==> src/include/lms_frontend_macros.svh <==
// LMS6002D frontend widths shared by the package and the DSP core boundary
`ifndef LMS_FRONTEND_MACROS_SVH
`define LMS_FRONTEND_MACROS_SVH

// Sample bus on the LMS6002D pins, shared by ADC and DAC side
`define LMS_SAMPLE_W 12

// Receive word handed to the DSP core
// Wider than the LMS bus, upper bits stay zero
`define CORE_ADC_W 14

// Transmit word coming out of the DSP core
// Only the low LMS_SAMPLE_W bits reach the transceiver
`define CORE_DAC_W 16

// Upper ADC bits filled with zero on capture
`define CORE_ADC_PAD_W (`CORE_ADC_W - `LMS_SAMPLE_W)

`endif

==> src/rtl/lms_frontend_pkg.sv <==
// LMS frontend package with sample word types and the IQ select encoding
package lms_frontend_pkg;

`include "lms_frontend_macros.svh"

   // One sample as it sits on an LMS bus
   typedef logic [`LMS_SAMPLE_W-1:0] lms_sample_t;

   // Receive word for the core, zero-extended sample
   typedef logic [`CORE_ADC_W-1:0] adc_word_t;

   // Transmit word from the core
   typedef logic [`CORE_DAC_W-1:0] dac_word_t;

   // Zero bits on top of a captured sample
   typedef logic [`CORE_ADC_PAD_W-1:0] adc_pad_t;

   // Meaning of every IQ select line, rx and tx alike
   typedef enum logic
   {
      IQ_SEL_I = 1'b0,   // I sample on the bus
      IQ_SEL_Q = 1'b1    // Q sample on the bus
   } iq_sel_e;

   // Widen a bus sample to a core ADC word
   function automatic adc_word_t widen_sample(input lms_sample_t sample);
      adc_pad_t pad;
      pad = '0;
      return {pad, sample};
   endfunction

endpackage

==> src/rtl/lms_rx_capture.sv <==
// Receive capture, splits each interleaved LMS bus into held I and Q core words
module lms_rx_capture
(
   input  logic                        dsp_clk,
   input  logic                        rst_n_i,

   // Channel 1 LMS receive bus
   input  lms_frontend_pkg::iq_sel_e     rx1_iqsel_i,
   input  lms_frontend_pkg::lms_sample_t rx1_d_i,

   // Channel 2 LMS receive bus
   input  lms_frontend_pkg::iq_sel_e     rx2_iqsel_i,
   input  lms_frontend_pkg::lms_sample_t rx2_d_i,

   // Held words toward the core
   output lms_frontend_pkg::adc_word_t   adc_i1_o,
   output lms_frontend_pkg::adc_word_t   adc_q1_o,
   output lms_frontend_pkg::adc_word_t   adc_i2_o,
   output lms_frontend_pkg::adc_word_t   adc_q2_o
);

   import lms_frontend_pkg::*;

   adc_word_t rx1_word;   // Channel 1 sample, widened
   adc_word_t rx2_word;   // Channel 2 sample, widened

   // Upper bits come in as zero
   assign rx1_word = widen_sample(rx1_d_i);
   assign rx2_word = widen_sample(rx2_d_i);

   // Channel 1
   // IQ select steers the sample into one register, the other keeps its word
   always_ff @(posedge dsp_clk or negedge rst_n_i)
   begin
      if (!rst_n_i)
      begin
         adc_i1_o <= '0;
         adc_q1_o <= '0;
      end
      else if (rx1_iqsel_i == IQ_SEL_I)
      begin
         adc_i1_o <= rx1_word;   // I phase
      end
      else
      begin
         adc_q1_o <= rx1_word;   // Q phase
      end
   end

   // Channel 2, same split with its own select line
   always_ff @(posedge dsp_clk or negedge rst_n_i)
   begin
      if (!rst_n_i)
      begin
         adc_i2_o <= '0;
         adc_q2_o <= '0;
      end
      else if (rx2_iqsel_i == IQ_SEL_I)
      begin
         adc_i2_o <= rx2_word;   // I phase
      end
      else
      begin
         adc_q2_o <= rx2_word;   // Q phase
      end
   end

endmodule

==> src/rtl/lms_tx_interleave.sv <==
// Transmit interleave, alternates core I and Q words onto both LMS transmit buses
module lms_tx_interleave
(
   input  logic                          dsp_clk,
   input  logic                          rst_n_i,

   // Core transmit words, channel 1
   input  lms_frontend_pkg::dac_word_t   dac_i1_i,
   input  lms_frontend_pkg::dac_word_t   dac_q1_i,

   // Core transmit words, channel 2
   input  lms_frontend_pkg::dac_word_t   dac_i2_i,
   input  lms_frontend_pkg::dac_word_t   dac_q2_i,

   // LMS transmit buses
   output lms_frontend_pkg::lms_sample_t tx1_d_o,
   output lms_frontend_pkg::iq_sel_e     tx1_iqsel_o,
   output lms_frontend_pkg::lms_sample_t tx2_d_o,
   output lms_frontend_pkg::iq_sel_e     tx2_iqsel_o
);

   import lms_frontend_pkg::*;

   iq_sel_e     phase_q;    // Shared phase, keeps both channels aligned
   iq_sel_e     phase_nxt;
   lms_sample_t tx1_word;   // Truncated word picked for this edge
   lms_sample_t tx2_word;

   // Phase flips every cycle, I first out of reset
   assign phase_nxt = (phase_q == IQ_SEL_I) ? IQ_SEL_Q : IQ_SEL_I;

   always_ff @(posedge dsp_clk or negedge rst_n_i)
   begin
      if (!rst_n_i)
         phase_q <= IQ_SEL_I;
      else
         phase_q <= phase_nxt;
   end

   // Word selection, low bits only go to the pins
   always_comb
   begin
      if (phase_q == IQ_SEL_I)
      begin
         tx1_word = lms_sample_t'(dac_i1_i);
         tx2_word = lms_sample_t'(dac_i2_i);
      end
      else
      begin
         tx1_word = lms_sample_t'(dac_q1_i);
         tx2_word = lms_sample_t'(dac_q2_i);
      end
   end

   // Output registers
   // Data and select loaded together so the pins never disagree
   always_ff @(posedge dsp_clk or negedge rst_n_i)
   begin
      if (!rst_n_i)
      begin
         tx1_d_o     <= '0;
         tx2_d_o     <= '0;
         tx1_iqsel_o <= IQ_SEL_I;
         tx2_iqsel_o <= IQ_SEL_I;
      end
      else
      begin
         tx1_d_o     <= tx1_word;
         tx2_d_o     <= tx2_word;
         tx1_iqsel_o <= phase_q;   // Same phase on both channels
         tx2_iqsel_o <= phase_q;
      end
   end

endmodule

==> src/rtl/lms_frontend_top.sv <==
// LMS6002D frontend top, joins the receive capture and transmit interleave paths
module lms_frontend_top
(
   input  logic                          dsp_clk,
   input  logic                          rst_n_i,

   // Receive bus, transceiver 1
   input  lms_frontend_pkg::iq_sel_e     rx1_iqsel_i,
   input  lms_frontend_pkg::lms_sample_t rx1_d_i,

   // Receive bus, transceiver 2
   input  lms_frontend_pkg::iq_sel_e     rx2_iqsel_i,
   input  lms_frontend_pkg::lms_sample_t rx2_d_i,

   // Receive words toward the core
   output lms_frontend_pkg::adc_word_t   adc_i1_o,
   output lms_frontend_pkg::adc_word_t   adc_q1_o,
   output lms_frontend_pkg::adc_word_t   adc_i2_o,
   output lms_frontend_pkg::adc_word_t   adc_q2_o,

   // Transmit words from the core
   input  lms_frontend_pkg::dac_word_t   dac_i1_i,
   input  lms_frontend_pkg::dac_word_t   dac_q1_i,
   input  lms_frontend_pkg::dac_word_t   dac_i2_i,
   input  lms_frontend_pkg::dac_word_t   dac_q2_i,

   // Transmit bus, transceiver 1
   output lms_frontend_pkg::lms_sample_t tx1_d_o,
   output lms_frontend_pkg::iq_sel_e     tx1_iqsel_o,

   // Transmit bus, transceiver 2
   output lms_frontend_pkg::lms_sample_t tx2_d_o,
   output lms_frontend_pkg::iq_sel_e     tx2_iqsel_o
);

   import lms_frontend_pkg::*;

   // Receive side toward the core
   lms_rx_capture rx_capture
   (
      .dsp_clk     (dsp_clk),
      .rst_n_i     (rst_n_i),
      .rx1_iqsel_i (rx1_iqsel_i),
      .rx1_d_i     (rx1_d_i),
      .rx2_iqsel_i (rx2_iqsel_i),
      .rx2_d_i     (rx2_d_i),
      .adc_i1_o    (adc_i1_o),
      .adc_q1_o    (adc_q1_o),
      .adc_i2_o    (adc_i2_o),
      .adc_q2_o    (adc_q2_o)
   );

   // Transmit side, registered on the rising edge like the rest
   lms_tx_interleave tx_interleave
   (
      .dsp_clk     (dsp_clk),
      .rst_n_i     (rst_n_i),
      .dac_i1_i    (dac_i1_i),
      .dac_q1_i    (dac_q1_i),
      .dac_i2_i    (dac_i2_i),
      .dac_q2_i    (dac_q2_i),
      .tx1_d_o     (tx1_d_o),
      .tx1_iqsel_o (tx1_iqsel_o),
      .tx2_d_o     (tx2_d_o),
      .tx2_iqsel_o (tx2_iqsel_o)
   );

endmodule

==> config.mk <==
export PLATFORM = sky130hd
export DESIGN_NAME = lms_frontend_top
export DESIGN_NICKNAME = d
export VERILOG_FILES = /design/src/rtl/lms_frontend_pkg.sv /design/src/rtl/lms_rx_capture.sv /design/src/rtl/lms_tx_interleave.sv /design/src/rtl/lms_frontend_top.sv
export VERILOG_INCLUDE_DIRS = /design/src /design/src/include
export SDC_FILE = /design/constraint.sdc
export NUM_CORES = 1
export LEC_CHECK = 0
export BUFFER_PORTS_ARGS = -buffer_cell sky130_fd_sc_hd__buf_2
export CAP_MARGIN = 10
export CORE_MARGIN = 8
export CORE_UTILIZATION = 48
export DETAILED_ROUTE_END_ITERATION = 10
export GPL_ROUTABILITY_DRIVEN = 0
export PLACE_DENSITY = 0.86
export SLEW_MARGIN = 25
export SYNTH_ARGS = -nofsm -noshare
export SYNTH_HDL_FRONTEND = slang
export SYNTH_SLANG_ARGS = --single-unit
==> constraint.sdc <==
create_clock -name dsp_clk -period 1.7 [get_ports dsp_clk]
set_input_delay 0.255 -clock dsp_clk [delete_from_list [all_inputs] [get_ports dsp_clk]]
set_output_delay 0.255 -clock dsp_clk [all_outputs]
set_load 0.01 [all_outputs]
==> impl_metrics.env <==
export IMPL_layout_commonest_cell="buf_2"
export IMPL_path_cells="buf_2"
export IMPL_grt_max_degree=45
export IMPL_synth_compound_area_frac=0
export IMPL_syn_area_per_cell_um2=18.8
export IMPL_cts_resized=0
export IMPL_setup_viol=0
export IMPL_fin_tns_setup_ns=0
export IMPL_clk_path_buf_depth=2
export IMPL_wl_mm=6.65
export IMPL_critPathKind="reg -> out"
export IMPL_crit_fanout=2
export IMPL_ys_seq_area_frac=0.595
export IMPL_drive_above_1_share=0.742
export IMPL_status="complete, no violations"
export IMPL_dp_cells=386
export IMPL_leakage_nw=2.21
export IMPL_coreArea_um2=6310
export IMPL_fin_crit_ns=1.13
export IMPL_hp_start="dac_i2_i[3]"
export IMPL_antenna_found_initial=0
export IMPL_final_net_count=413
export IMPL_cts_tree="done"
export IMPL_clock_latency_ns=0.33
export IMPL_cts_root_buf="clkbuf_8"
export IMPL_cp_num_buf_inv=1
export IMPL_min_path_type="in -> reg"
export IMPL_ys_types=8
export IMPL_synth_top_area_cell="dfrtp_1"
export IMPL_pin_count=174
export IMPL_htree_num_levels=3
export IMPL_drc=0
export IMPL_diodes=0
export IMPL_power_density_nw_per_um2=977
export IMPL_clock_sinks=74
export IMPL_drv_slew=0
export IMPL_dieWidth_um=96.5
export IMPL_syn_inst=166
export IMPL_mostFrequentLayoutCells="148 x buf_2, 74 x dfrtp_1, 59 x mux2_4, 13 x mux2_2, 11 x clkbuf_8"
export IMPL_viasPerCell=4.56
export IMPL_clk_pin_slew_worst_paths_ns=0.08
export IMPL_maxCapViolCount=0
export IMPL_crit_required_ns=1.44
export IMPL_crit_path_end_kind="output port"
export IMPL_synth_top_area_frac=0.595
export IMPL_synth_area_um2=3110
export IMPL_ir_drop_v=0.000806
export IMPL_yosys_area_share_xor_xnor=0
export IMPL_grt_overflow=0
export IMPL_synth_mux_area_frac=0.332
export IMPL_crit_path_max_incr_delay_ns=0.40
export IMPL_drt_iter0_drc=48
export IMPL_fin_crit_sh=0.666
export IMPL_wire_per_inst_um=16.5
export IMPL_worstPathArrival_ns=0.88
export IMPL_crit_path_start="rx_capture.adc_q1_o[2]"
export IMPL_cts_buffers=9
export IMPL_crit_family="flip-flops"
export IMPL_max_freq_mhz=883
export IMPL_area_growth_synth_to_final_pct=30.5
export IMPL_post_cts_buffers=0
export IMPL_yosys_top_cells_area="dfrtp_1 59%, mux2_4 28%, mux2_2 4.7%, buf_12 3.9%, buf_4 2.2%"
export IMPL_ant_nets=0
export IMPL_initial_core_util=0.493
export IMPL_cp_slowest_cell="dfrtp_1"
export IMPL_synth_top_family_by_area="multiplexers"
export IMPL_ys_seq_elements=74
export IMPL_dr_pass1_iters=3
export IMPL_r2r_start="tx_interleave.phase_q"
export IMPL_clock_skew_ns=0.00585
export IMPL_grt_pass1_vias=2139
export IMPL_layoutNonFillerInstCount=403
export IMPL_rsz0062_at_grt="no"
export IMPL_vias=1839
export IMPL_floorplan_rows=29
export IMPL_yosys_area_share_simple=0
export IMPL_critPathLaunchType="flip-flop"
export IMPL_die_area_um2=9320
export IMPL_synthAdderAreaFrac=0
export IMPL_yosys_warnings=0
export IMPL_track_usage=0.151
export IMPL_hpwl_mm=5.26
export IMPL_portBuffers=149
export IMPL_grt_pass1_wl_mm=10.6
export IMPL_fp_dieH_um=96.5
export IMPL_report_final_hold_viol_count=0
==> metal layers <==
layer / track usage / vias to the layer above / part of all wire
li1: - / 860 / -
met1: 0.183 / 879 / 0.39
met2: 0.238 / 92 / 0.51
met3: 0.0487 / 8 / 0.088
met4: 0.0757 / 0 / 0.015
met5: 0 / - / 0
==> report_power, final <==
part	internal [W]	switching (W)
combinational	0.000365	0.000279
sequential	0.00190	0.0000685
clock	0.000750	0.000607
total	0.00302	0.000954
==> Yosys cell counts <==
| cell type | instances |
|---|---|
| inv_1 | 1 |
| mux2_2 | 13 |
| buf_12 | 6 |
| buf_4 | 9 |
| conb_1 | 1 |
| dfrtp_1 | 74 |
| mux2_4 | 59 |
| buf_6 | 3 |
==> cell type report <==
| class | instances | area [µm²] |
|---|---|---|
| clock buffers | 11 | 151 |
| clock inverters | 5 | 52.6 |
| fillers | 484 | 2250 |
| inverters | 1 | 3.75 |
| multi-input cells | 80 | 1060 |
| flip-flops and latches | 74 | 1850 |
| well taps | 77 | 96.3 |
| repair buffers | 155 | 846 |
==> sequential cells by signal (all words and copies together), names as in the netlist <==
signal / flops
rx_capture.adc_i1_o: 12
rx_capture.adc_i2_o: 12
rx_capture.adc_q1_o: 12
rx_capture.adc_q2_o: 12
tx_interleave.tx1_d_o: 12
tx_interleave.tx2_d_o: 12
tx_interleave.phase_q: 1
tx_interleave.tx1_iqsel_o: 1
==> path summary, 6_finish.rpt <==
kind,to,slack (ns),cells past startpoint
hold reg to reg,rx_capture.adc_i2_o[5],0.51,1
setup reg to reg,tx_interleave.tx1_d_o[7],0.64,2
min in group asynchronous,rx_capture.adc_i1_o[9],0.24,2
hold / removal,tx_interleave.tx2_d_o[3],0.15,2
setup / recovery,adc_q1_o[2],0.57,1
max in group asynchronous,tx_interleave.tx2_d_o[2],0.92,3
==> metrics by stage <==
stage	total power [W]	area, µm²	worst slack [ns]	hold slack [ns]	util
after floorplan	0.00236	3140	0.652	-0.0406	-
after global placement	0.00263	3850	0.490	0.0511	0.610
after detailed placement	0.00266	3850	0.456	0.0531	0.610
after CTS	0.00404	4060	0.535	0.123	0.644
after global routing	0.00417	4060	0.523	0.126	0.644
final	0.00397	4060	0.568	0.148	0.644
==> logic make-up (layout without fill, tap and decap cells) <==
family,Yosys count,in the layout
mux,72,72
buf+inv,19,172
other cells,1,8
flops,74,74
==> what timing repair did <==
action	CTS	global route
setup endpoints to repair	0	0
hold buffers	1	0
endpoints found under the hold margin	74	0
Note: power is estimated with default switching activity, not from simulation.
